`config.mk`:
```
export PLATFORM = sky130hd
export DESIGN_NAME = rvDecoder
export DESIGN_NICKNAME = d
export VERILOG_FILES = /design/src/rvCorePkg.sv /design/src/rvDecoder.sv
export SDC_FILE = /design/constraint.sdc
export NUM_CORES = 1
export LEC_CHECK = 0
export BUFFER_PORTS_ARGS = -buffer_cell sky130_fd_sc_hd__buf_2
export CORE_ASPECT_RATIO = 1.75
export CORE_UTILIZATION = 44
export DETAILED_ROUTE_END_ITERATION = 7
export GPL_TIMING_DRIVEN = 0
export PLACE_DENSITY_LB_ADDON = 0.1
export RECOVER_POWER = 100
export SLEW_MARGIN = 20
export SYNTH_ARGS = -nofsm -noshare
export SYNTH_HDL_FRONTEND = slang
export SYNTH_SLANG_ARGS = --single-unit
```
`constraint.sdc`:
```
create_clock -name vclk -period 6.79
set_clock_uncertainty 0.15 [all_clocks]
set_input_delay 0 -clock vclk [all_inputs]
set_output_delay 0 -clock vclk [all_outputs]
set_load 0.01 [all_outputs]
```
`src/rvCorePkg.sv`:
```
package rvCorePkg;

    localparam int unsigned xlenW = 64;
    localparam logic [xlenW-1:0] resetVector = '0;

    localparam logic [6:0] opLoad   = 7'b0000011;
    localparam logic [6:0] opOpImm  = 7'b0010011;
    localparam logic [6:0] opAuipc  = 7'b0010111;
    localparam logic [6:0] opOpImmW = 7'b0011011;
    localparam logic [6:0] opStore  = 7'b0100011;
    localparam logic [6:0] opOp     = 7'b0110011;
    localparam logic [6:0] opLui    = 7'b0110111;
    localparam logic [6:0] opOpW    = 7'b0111011;
    localparam logic [6:0] opBranch = 7'b1100011;
    localparam logic [6:0] opJalr   = 7'b1100111;
    localparam logic [6:0] opJal    = 7'b1101111;
    localparam logic [6:0] opSystem = 7'b1110011;

    typedef enum logic [3:0] {
        aluAdd, aluSub, aluSll, aluSlt, aluSltu, aluXor,
        aluSrl, aluSra, aluOr, aluAnd, aluPassB, aluNone
    } aluOpT;

    typedef enum logic [2:0] {immI, immS, immB, immU, immJ} immSelT;

    typedef enum logic [1:0] {wbAlu, wbMem, wbPcPlus4} wbSelT;

    typedef struct packed {
        logic [6:0] funct7;
        logic [4:0] rs2;
        logic [4:0] rs1;
        logic [2:0] funct3;
        logic [4:0] rd;
        logic [6:0] opcode;
    } rTypeT;

    typedef struct packed {
        logic [11:0] imm11_0;
        logic [4:0]  rs1;
        logic [2:0]  funct3;
        logic [4:0]  rd;
        logic [6:0]  opcode;
    } iTypeT;

    typedef struct packed {
        logic [6:0] imm11_5;
        logic [4:0] rs2;
        logic [4:0] rs1;
        logic [2:0] funct3;
        logic [4:0] imm4_0;
        logic [6:0] opcode;
    } sTypeT;

    typedef struct packed {
        logic       imm12;
        logic [5:0] imm10_5;
        logic [4:0] rs2;
        logic [4:0] rs1;
        logic [2:0] funct3;
        logic [3:0] imm4_1;
        logic       imm11;
        logic [6:0] opcode;
    } bTypeT;

    typedef struct packed {
        logic [19:0] imm31_12;
        logic [4:0]  rd;
        logic [6:0]  opcode;
    } uTypeT;

    typedef struct packed {
        logic       imm20;
        logic [9:0] imm10_1;
        logic       imm11;
        logic [7:0] imm19_12;
        logic [4:0] rd;
        logic [6:0] opcode;
    } jTypeT;

    typedef union packed {
        rTypeT r;
        iTypeT i;
        sTypeT s;
        bTypeT b;
        uTypeT u;
        jTypeT j;
    } instT;

    typedef struct packed {
        aluOpT      aluOp;
        logic       srcAPc;
        logic       srcBImm;
        logic       wordOp;
        logic       writeRd;
        wbSelT      wbSel;
        immSelT     immSel;
        logic       memRead;
        logic       memWrite;
        logic [1:0] memSize;      // byte, half, word, double
        logic       loadUnsigned;
        logic       jump;
        logic       jumpReg;      // jalr
        logic       halt;
    } ctrlT;

    typedef struct packed {
        logic             cyc;
        logic             stb;
        logic             we;
        logic [xlenW-1:0] adr;
        logic [xlenW-1:0] dat;
        logic [7:0]       sel;
    } wbReqT;

    typedef struct packed {
        logic             ack;
        logic [xlenW-1:0] dat;
    } wbRspT;

endpackage

```
`src/rvDecoder.sv`:
```
module rvDecoder (
    input  rvCorePkg::instT               inst,
    input  logic [rvCorePkg::xlenW-1:0]   rs1Val,
    input  logic [rvCorePkg::xlenW-1:0]   rs2Val,
    output rvCorePkg::ctrlT               ctrl,
    output logic                          takeBranch
);
    import rvCorePkg::*;

    logic [6:0] opcode;
    logic [2:0] funct3;
    logic       altOk;
    logic       brCond;

    assign opcode = inst.r.opcode;
    assign funct3 = inst.r.funct3;
    // bit 30 picks sub/sra, but addi has no sub form
    assign altOk  = inst.r.funct7[5]
                    && (funct3 == 3'b101 || opcode == opOp || opcode == opOpW);

    function automatic aluOpT aluFromF3(input logic [2:0] f3, input logic alt);
        case (f3)
            3'b000:  return alt ? aluSub : aluAdd;
            3'b001:  return aluSll;
            3'b010:  return aluSlt;
            3'b011:  return aluSltu;
            3'b100:  return aluXor;
            3'b101:  return alt ? aluSra : aluSrl;
            3'b110:  return aluOr;
            default: return aluAnd;
        endcase
    endfunction

    always_comb begin
        ctrl        = '0;
        ctrl.aluOp  = aluNone;
        ctrl.wbSel  = wbAlu;
        ctrl.immSel = immI;
        case (opcode)
            opOp, opOpImm: begin
                ctrl.aluOp   = aluFromF3(funct3, altOk);
                ctrl.srcBImm = (opcode == opOpImm);
                ctrl.writeRd = 1'b1;
            end
            opOpW, opOpImmW: begin
                if (funct3 == 3'b000 || funct3 == 3'b001 || funct3 == 3'b101) begin
                    ctrl.aluOp   = aluFromF3(funct3, altOk);
                    ctrl.srcBImm = (opcode == opOpImmW);
                    ctrl.wordOp  = 1'b1;
                    ctrl.writeRd = 1'b1;
                end
            end
            opLui, opAuipc: begin
                ctrl.aluOp   = (opcode == opLui) ? aluPassB : aluAdd;
                ctrl.srcAPc  = 1'b1;    // ignored by passB
                ctrl.srcBImm = 1'b1;
                ctrl.immSel  = immU;
                ctrl.writeRd = 1'b1;
            end
            opJal: begin
                ctrl.jump    = 1'b1;
                ctrl.immSel  = immJ;
                ctrl.wbSel   = wbPcPlus4;
                ctrl.writeRd = 1'b1;
            end
            opJalr: begin
                ctrl.jumpReg = 1'b1;
                ctrl.aluOp   = aluAdd;  // target = rs1 + imm
                ctrl.srcBImm = 1'b1;
                ctrl.wbSel   = wbPcPlus4;
                ctrl.writeRd = 1'b1;
            end
            opBranch: begin
                ctrl.immSel = immB;
            end
            opLoad: begin
                if (funct3 != 3'b111) begin
                    ctrl.aluOp        = aluAdd;
                    ctrl.srcBImm      = 1'b1;
                    ctrl.memRead      = 1'b1;
                    ctrl.memSize      = funct3[1:0];
                    ctrl.loadUnsigned = funct3[2];
                    ctrl.wbSel        = wbMem;
                    ctrl.writeRd      = 1'b1;
                end
            end
            opStore: begin
                if (!funct3[2]) begin
                    ctrl.aluOp    = aluAdd;
                    ctrl.srcBImm  = 1'b1;
                    ctrl.immSel   = immS;
                    ctrl.memWrite = 1'b1;
                    ctrl.memSize  = funct3[1:0];
                end
            end
            opSystem: begin
                // only ebreak, the rest falls through as a no-op
                ctrl.halt = (inst.i.imm11_0 == 12'h001) && (funct3 == 3'b000);
            end
            default: ;
        endcase
    end

    always_comb begin
        case (inst.b.funct3)
            3'b000:  brCond = (rs1Val == rs2Val);
            3'b001:  brCond = (rs1Val != rs2Val);
            3'b100:  brCond = ($signed(rs1Val) < $signed(rs2Val));
            3'b101:  brCond = ($signed(rs1Val) >= $signed(rs2Val));
            3'b110:  brCond = (rs1Val < rs2Val);
            3'b111:  brCond = (rs1Val >= rs2Val);
            default: brCond = 1'b0;
        endcase
    end

    assign takeBranch = (opcode == opBranch) && brCond;

    always_comb begin
        assert (!(ctrl.memRead && ctrl.memWrite))
            else $error("decoder requests load and store together");
    end

endmodule

```
# Word-level counts from Yosys, hierarchy flattened
# Cells that the tools add are included.
[totals]
in_bits = 160
regBits = 0
mem_count = 0
romBits = 0
output_inout_bits = 22
latch_bits = 0
ramBits = 0
elab_cells = 70
[classes]
bitwise = 0
div_mod_pow = 0
mul = 0
n_lt_le_gt_ge = 4
n_mux = 29
reduce_logical = 14
eq_ne = 23
shift = 0
add_sub_neg = 0
[op_table]
columns = ["cell", "n"]
rows = [
  ["$ge 64x64->1", 2],
  ["$lt 64x64->1", 2],
  ["$eq 64x64->1", 1],
  ["$ne 64x64->1", 1],
  ["$eq 7x6->1 const B", 4],
  ["$eq 7x7->1 const B", 4],
  ["$pmux 4 s7", 1],
  ["$pmux 4 s6", 1],
  ["$eq 7x5->1 const B", 3],
  ["$mux 4", 4],
  ["$mux 1", 13],
  ["$eq 12x1->1 const B", 1],
  ["$eq 3x3->1 const B", 4],
  ["$mux 3", 4],
  ["$pmux 3 s4", 1],
  ["$pmux 2 s2", 2],
  ["$reduce_or 2->1", 4],
  ["$eq 7x2->1 const B", 1],
  ["$eq 3x2->1 const B", 2],
  ["$pmux 1 s6", 1],
  ["$reduce_or 6->1", 1],
  ["$pmux 1 s5", 1],
  ["$logic_or 1x1->1", 4],
  ["$eq 3x1->1 const B", 1],
  ["other kinds (5)", 7],
]

# Depth between registers and ports, before layout
# Gate-level depths: netlist of run 1.
[depth]
word_depth = 8
mapped_depth = 10
depth_no_buf = 10

# Worst setup path after synthesis of run 1
# No wires, ideal clock.
[synth_timing]
path_kind = "input -> output"
startpoint = "input port rs2Val[63] (netlist bit)"
endpoint = "output port takeBranch"
arrival_ps = 2230
path_slack_ps = 4410
path_stages = 10
path_buffers = 0
t_required_ps = 6640
cell_sequence = "inv_1 ha_1 nand4_2 or4_4 nor4_4 nand2_2 a21oi_2 nor2_1 a311o_1 a211oi_2"
[synth_between]
elab_chain_cells = 3
elab_cells_between_ends = 8
cone_classes = "order compare: 4; eq/ne: 2; mux: 1; reduce/logical: 1"
[synth_rtl]
columns = ["element", "line_no", "source"]
rows = [
  ["start, declared", "rvDecoder.sv:4", "input logic [rvCorePkg::xlenW-1:0] rs2Val,"],
  ["$ge 64x64->1 (tied with other cells)", "rvDecoder.sv:111", "3'b111: brCond = (rs1Val >= rs2Val);"],
  ["$pmux 1 s6 (*)", "rvDecoder.sv:105", "case (inst.b.funct3)"],
  ["$logic_and 1x1->1 (*)", "rvDecoder.sv:116", "assign takeBranch = (opcode == opBranch) && brCond;"],
  ["end, declared", "rvDecoder.sv:6", "output logic takeBranch"],
]
# Mark *: on every way between the ends. The rest lies on a longest branch, timed or not.

# Worst setup path in the final report of run 1
[layout_timing]
startpoint = "input port rs1Val[63] (netlist bit)"
endpoint = "output port takeBranch"
[layout_between]
elab_chain_cells = 3
elab_cells_between_ends = 8
cone_classes = "order compare: 4; eq/ne: 2; mux: 1; reduce/logical: 1"
[layout_rtl]
columns = ["element", "line_no", "source"]
rows = [
  ["start, declared", "rvDecoder.sv:3", "input logic [rvCorePkg::xlenW-1:0] rs1Val,"],
  ["$ge 64x64->1 (tied with other cells)", "rvDecoder.sv:111", ""],
  ["$pmux 1 s6 (*)", "rvDecoder.sv:105", ""],
  ["$logic_and 1x1->1 (*)", "rvDecoder.sv:116", ""],
]
# Marks and branches as above.

==> results of run 1 <==
==> logic make-up (layout without fill, tap and decap cells) <==
group | count (synthesis) | in the layout | share of synthesized area (%)
buffers and inverters | 77 | 247 | 14.97
adder cells (fa/ha/maj) | 64 | 64 | 37.27
AO/OA/AOI/OAI | 68 | 68 | 20.21
AND/OR/NAND/NOR | 104 | 104 | 26.62
multiplexers | 2 | 2 | 0.9319
==> power by group through the flow <==
stage          clock network [uW]  logic [uW]  registers [uW]
2_1_floorplan                   0        84.9               0
3_3_place_gp                    0         146               0
3_5_place_dp                    0         151               0
4_1_cts                         0         152               0
5_1_grt                         0         173               0
6_report                        0         149               0
==> cells in the final DEF (no fill, tap or decap), types with 2 or more instances in the layout <==
cell | Yosys | routed
sky130_fd_sc_hd__a211o_1 | 2 | 2
sky130_fd_sc_hd__a211oi_1 | 2 | 2
sky130_fd_sc_hd__a21o_1 | 6 | 6
sky130_fd_sc_hd__a21oi_1 | 33 | 33
sky130_fd_sc_hd__a221oi_1 | 2 | 2
sky130_fd_sc_hd__a311o_1 | 2 | 2
sky130_fd_sc_hd__buf_2 | 0 | 149
sky130_fd_sc_hd__buf_4 | 2 | 2
sky130_fd_sc_hd__buf_6 | 2 | 2
sky130_fd_sc_hd__clkbuf_1 | 1 | 22
sky130_fd_sc_hd__ha_1 | 64 | 64
sky130_fd_sc_hd__inv_1 | 71 | 71
sky130_fd_sc_hd__mux2i_1 | 2 | 2
sky130_fd_sc_hd__nand2_1 | 21 | 21
sky130_fd_sc_hd__nand3_1 | 14 | 14
sky130_fd_sc_hd__nand4_1 | 18 | 19
sky130_fd_sc_hd__nor2_1 | 17 | 17
sky130_fd_sc_hd__nor2b_1 | 4 | 4
sky130_fd_sc_hd__nor3_1 | 8 | 8
sky130_fd_sc_hd__nor4_1 | 4 | 4
sky130_fd_sc_hd__nor4b_1 | 2 | 2
sky130_fd_sc_hd__o21ai_0 | 9 | 9
sky130_fd_sc_hd__or2_2 | 2 | 2
sky130_fd_sc_hd__or3_1 | 4 | 4
==> final cells by class <==
type,instances,share of cell area (%)
Buffer,6,1.816
Inverter,71,8.791
Multi-Input combinational cell,238,60.05
Tap cell,52,2.146
Timing Repair Buffer,170,27.20
==> per-stage QoR <==
| stage | instance area (um2) | power [uW] | utilization [%] | setup WS (ns) |
|---|---|---|---|---|
| after detailed placement | 3064 | 151.2 | 65.10 | 4.040 |
| after global placement | 3064 | 146.3 | 65.10 | 4.073 |
| after floorplan | 2148 | 84.94 | - | 4.410 |
| after global routing | 3032 | 173.5 | 64.41 | 3.873 |
| final | 3032 | 149.0 | 64.41 | 4.032 |
| after CTS | 3064 | 152.0 | 65.10 | 4.037 |
==> how the worst max path moves through the flow <==
stage	endpoint	depth (start not counted)	slack (ns)	start
after floorplan	takeBranch	10	4.41	rs2Val[63]
after global placement	takeBranch	11	4.07	rs1Val[1]
after detailed placement	takeBranch	11	4.04	rs1Val[35]
after CTS	takeBranch	11	4.04	rs1Val[35]
after global routing	takeBranch	12	3.87	rs2Val[63]
final	takeBranch	11	4.03	rs1Val[63]
==> metal layers <==
metal / part of all wire, % / vias up / wire length, um
met4: 2.2 / 0 / 129
met1: 34 / 1255 / 2011
met3: 7.2 / 12 / 424
li1: - / 1468 / -
met2: 56 / 107 / 3293
met5: 0 / - / 0
==> impl_metrics.json, run 1 <==
{
  "syn_inst": 315,
  "synth_common_cells": "71 x sky130_fd_sc_hd__inv_1, 64 x sky130_fd_sc_hd__ha_1, 33 x sky130_fd_sc_hd__a21oi_1",
  "cp.arrival_ns": 2.61,
  "timing_max_transition_violations_final": 0,
  "count_leader_synth": "sky130_fd_sc_hd__inv_1",
  "drc": 0,
  "critical_path_required_ns": 6.64,
  "timing.critical_path.fanout_max": 6,
  "final_hold_viol_count": 0,
  "critical_path.top_delay_family": "compound AO/OA/AOI/OAI gates",
  "core_area_um2": 4707,
  "number_of_cells_on_the_worst_hold_path": 5,
  "ios": 182,
  "wire_per_inst_um": 10.91,
  "grt_util_met2_pct": 49.20,
  "detail-route-antenna-nets": 0,
  "critical-path-top-cell-by-count": "sky130_fd_sc_hd__buf_2",
  "vdd.ir_drop.worst_mv": 0.03016,
  "sequential_cell_total": 0,
  "sequential_fraction_of_design_power_pct": 0,
  "hold-path-endpoint": "ctrl[0]",
  "worst_slew_margin_rel_pct": 66.17,
  "finalWorstPathRequiredPeriod_ns": 2.758,
  "footprint_of_the_multi_input_gates_um2": 1821,
  "netlist_area_before_placement_um2": 2148,
  "timing.final.crit_share_pct": 40.61,
  "yosysWarningCount": 0,
  "worst_path_max_delay_cell": "sky130_fd_sc_hd__a311o_1",
  "leak_pwr_uw": 0.001870,
  "detail_route.vias_per_cell": 5.292,
  "setup_viol": 0,
  "syn-mean-instance-area_um2": 6.820,
  "cts_resized": 0,
  "maximum_number_of_pins_on_one_net_before_global_route_repair": 11,
  "netlist_top_cells_area": "sky130_fd_sc_hd__ha_1 37%, sky130_fd_sc_hd__inv_1 12%, sky130_fd_sc_hd__a21oi_1 7.7%, sky130_fd_sc_hd__nand4_1 5.2%, sky130_fd_sc_hd__nand2_1 3.7%",
  "design.die.area_um2": 5177,
  "num-fill-cells": 476,
  "totalWireLength_um": 5858,
  "worst_path_largest_cell_delay_ns": 0.39,
  "detail_route.first_pass.iterations": 4,
  "worstSetupPathType": "in2out",
  "cts_setup_buffers": 0,
  "clock_buffer_count": 0,
  "global_route.usage.met1_pct": 19.52,
  "tightestPinTransition_ns": 0.5041,
  "grt_pass1_vias": 2646,
  "fin_tns_setup_ns": 0,
  "num_rows": 33,
  "yosysSeqAreaShare_pct": 0,
  "power_density_nw_per_um2": 49.15,
  "antenna_diode_count": 0,
  "grt_use_total_pct": 22.96,
  "synth.lib_cells_used.distinct": 46,
  "highest_clock_frequency_the_design_can_meet_mhz": 362.6,
  "die_x_um": 54.82,
  "timing.critical_path.cells": "buf_2, ha_1, nand4_1, nor3_1, a221o_2, a211o_1, a221oi_1, nand2_1, a311o_1, a211oi_2, buf_2",
  "worst-path-buf-inv": 2,
  "initial_core_util_pct": 45.64,
  "io_buffer_count": 170,
  "start_kind": "input port",
  "grt-busiest-layer": "met2",
  "cap_viol_max_count": 0,
  "area.sequential_um2": 0,
  "worst_hold_startpoint": "inst[26]",
  "nNetsFinal": 711,
  "hpwl_um": 5480,
  "post_cts_hold_buffer_count": 0,
  "drt_iter0_drc": 33,
  "hold_path_class": "in2out",
  "final_layout_size_suffix_gt1_share_pct": 33.61,
  "yosys.area.top_type_share_pct": 37.27,
  "instances_no_fill": 537,
  "via_total_after_detailed_routing": 2842,
  "global_route.overflow_total": 0,
  "wire_length_of_the_first_global_routing_pass_um": 9473,
  "grt.met3_usage_pct": 3.060,
  "die_height_um": 94.44,
  "setup_repair_after_global_routing_missed_its_margin": "no",
  "netlist.top_cell.by_area": "sky130_fd_sc_hd__ha_1",
  "routabilityCongestion": 0.8445,
  "synth_nets": 539,
  "power_frac_comb_pct": 100.0,
  "dp_cells": 537,
  "switchingPower_uw": 72.23,
  "synthToLayoutAreaGrowth_pct": 41.12,
  "clock_power_share_pct": 0,
  "status": "finished clean",
  "cell_internal_pwr_uw": 76.77,
  "hold_slack_ns": 0.1869,
  "type_of_element_capturing_the_critical_path": "output port",
  "initial_antenna_violation_count": 0,
  "power_switching_share_pct": 48.48
}
(Power assumes the default switching activity.)
==> inputs of run 2 (changes only) <==
--- a/config.mk
+++ b/config.mk
@@ -7,7 +7,7 @@
 export LEC_CHECK = 0
 export BUFFER_PORTS_ARGS = -buffer_cell sky130_fd_sc_hd__buf_2
 export CORE_ASPECT_RATIO = 1.75
-export CORE_UTILIZATION = 44
+export CORE_UTILIZATION = 37
 export DETAILED_ROUTE_END_ITERATION = 7
 export GPL_TIMING_DRIVEN = 0
 export PLACE_DENSITY_LB_ADDON = 0.1
==> constraint.sdc (replaced) <==
create_clock -name vclk -period 2.45
set_clock_uncertainty 0.15 [all_clocks]
set_input_delay 0 -clock vclk [all_inputs]
set_output_delay 0 -clock vclk [all_outputs]
set_load 0.01 [all_outputs]
==> impl_metrics.json, run 2 (synthesis gave the netlist of run 1 again) <==
{
  "status": "finished with violations",
  "violations": "setup timing",
  "detail-route-antenna-nets": 0,
  "critical-path-top-cell-by-count": "sky130_fd_sc_hd__buf_2",
  "worst_slew_margin_rel_pct": 63.84,
  "layout.cells.most_common": "sky130_fd_sc_hd__buf_2",
  "cp.arrival_ns": 2.33,
  "wire_per_inst_um": 11.36,
  "ios": 182,
  "worstSetupPathType": "in2out",
  "power_switching_share_pct": 46.87,
  "via_total_after_detailed_routing": 2883,
  "start_kind": "input port",
  "design.die.area_um2": 6127,
  "maximum_number_of_pins_on_one_net_before_global_route_repair": 11,
  "type_of_element_capturing_the_critical_path": "output port",
  "core_area_um2": 5585,
  "hold_slack_ns": 0.1888,
  "tightestPinTransition_ns": 0.5348,
  "drt_iter0_drc": 66,
  "timing.critical_path.cells": "buf_2, inv_1, ha_4, nand4_1, or4_4, nor4_4, nand2_2, buf_4, or2_2, a21oi_1, a211oi_2, buf_2",
  "post_cts_hold_buffer_count": 0,
  "die_height_um": 102.8,
  "final_hold_viol_count": 0,
  "grt_use_total_pct": 19.75,
  "wire_length_of_the_first_global_routing_pass_um": 9873,
  "worst_path_max_delay_cell": "sky130_fd_sc_hd__or4_4",
  "die_x_um": 59.60,
  "drc": 0,
  "area.sequential_um2": 0,
  "sequential_cell_total": 0,
  "initial_core_util_pct": 38.46,
  "io_buffer_count": 170,
  "synthToLayoutAreaGrowth_pct": 60.86,
  "totalWireLength_um": 6509,
  "final_layout_size_suffix_gt1_share_pct": 40.85,
  "nNetsFinal": 723,
  "setup_viol": 1,
  "num_rows": 36,
  "timing_max_transition_violations_final": 0,
  "hold_path_class": "in2out",
  "timing.final.crit_share_pct": 101.1,
  "routabilityCongestion": 0.8180,
  "critical_path_required_ns": 2.30,
  "initial_antenna_violation_count": 0,
  "grt_pass1_vias": 2662,
  "power_frac_comb_pct": 100.0,
  "timing.critical_path.fanout_max": 3,
  "finalWorstPathRequiredPeriod_ns": 2.476,
  "clock_power_share_pct": 0,
  "antenna_diode_count": 0,
  "leak_pwr_uw": 0.001932,
  "clock_buffer_count": 0,
  "num-fill-cells": 587,
  "fin_ws_ns": -0.02597,
  "global_route.overflow_total": 0,
  "sequential_fraction_of_design_power_pct": 0,
  "setup_repair_after_global_routing_missed_its_margin": "yes",
  "worst_path_largest_cell_delay_ns": 0.58,
  "cell_internal_pwr_uw": 260.9,
  "hpwl_um": 5612,
  "highest_clock_frequency_the_design_can_meet_mhz": 403.9,
  "report.power.total_uw": 491.1,
  "detail_route.first_pass.iterations": 4,
  "power_density_nw_per_um2": 142.1,
  "cap_viol_max_count": 0,
  "switchingPower_uw": 230.2,
  "detail_route.vias_per_cell": 5.031,
  "fin_tns_setup_ns": -0.02597,
  "vdd.ir_drop.worst_mv": 0.07089,
  "preCtsSetupSlack_ns": -0.4153,
  "final_cell_mix": "149 x sky130_fd_sc_hd__buf_2, 70 x sky130_fd_sc_hd__inv_1, 44 x sky130_fd_sc_hd__ha_1"
}
run 2: changes by cell type in the layout (fill, tap and decap cells not counted), moves of 2 or more:
cell / previous run / this run
sky130_fd_sc_hd__a21oi_1: 33 / 31
sky130_fd_sc_hd__a21oi_2: 1 / 3
sky130_fd_sc_hd__ha_1: 64 / 44
sky130_fd_sc_hd__ha_4: 0 / 20
sky130_fd_sc_hd__buf_4: 2 / 14
run 2: metal layers:
layer | global-route usage [%] | up-vias | routed length, um
met1 | 18.50 | 1276 | 2309
met3 | 1.004 | 6 | 387
met5 | 0 | - | 0
met2 | 44.43 | 109 | 3754
met4 | 2.326 | 0 | 57
li1 | - | 1492 | -
run 2: final cells by class:
class	instances	area (um2)	area share (%)
Multi-Input combinational cell	238	2125	61.48
Timing Repair Buffer	182	914.6	26.47
Inverter	71	266.5	7.712
Tap cell	76	95.09	2.752
Buffer	6	55.05	1.593
run 2: critical path: cells and delay by family:
kind	cells	cell delay, ns
buffers and inverters	4	0.42
AND/OR/NAND/NOR	5	1.39
AO/OA/AOI/OAI	2	0.23
adder cells (fa/ha/maj)	1	0.27
run 2: worst paths after layout:
check	start	to	slack (ns)	cells after the start
min	inst[31]	ctrl[0]	0.19	5
max	rs2Val[19]	takeBranch	-0.03	12
run 2: metrics by stage:
stage / std cells / instance area (um2) / util, %
global placement: 561 / 3094 / 55.40
detailed placement: 561 / 3094 / 55.40
global route: 573 / 3456 / 61.87
finish: 573 / 3456 / 61.87
CTS: 571 / 3423 / 61.29
floorplan: 315 / 2148 / -
run 2: timing repair:
action | 4_1_cts | 5_1_grt
setup endpoints to repair | 1 | 1
pin swaps | 19 | 12
gates resized for setup | 27 | 4
buffers inserted | 10 | 2
run 2: power by group through the flow:
stage,Sequential [uW],Combinational (uW),Clock [uW]
after floorplan,0,235,0
after global placement,0,408,0
after detailed placement,0,419,0
after CTS,0,485,0
after global routing,0,560,0
final,0,491,0
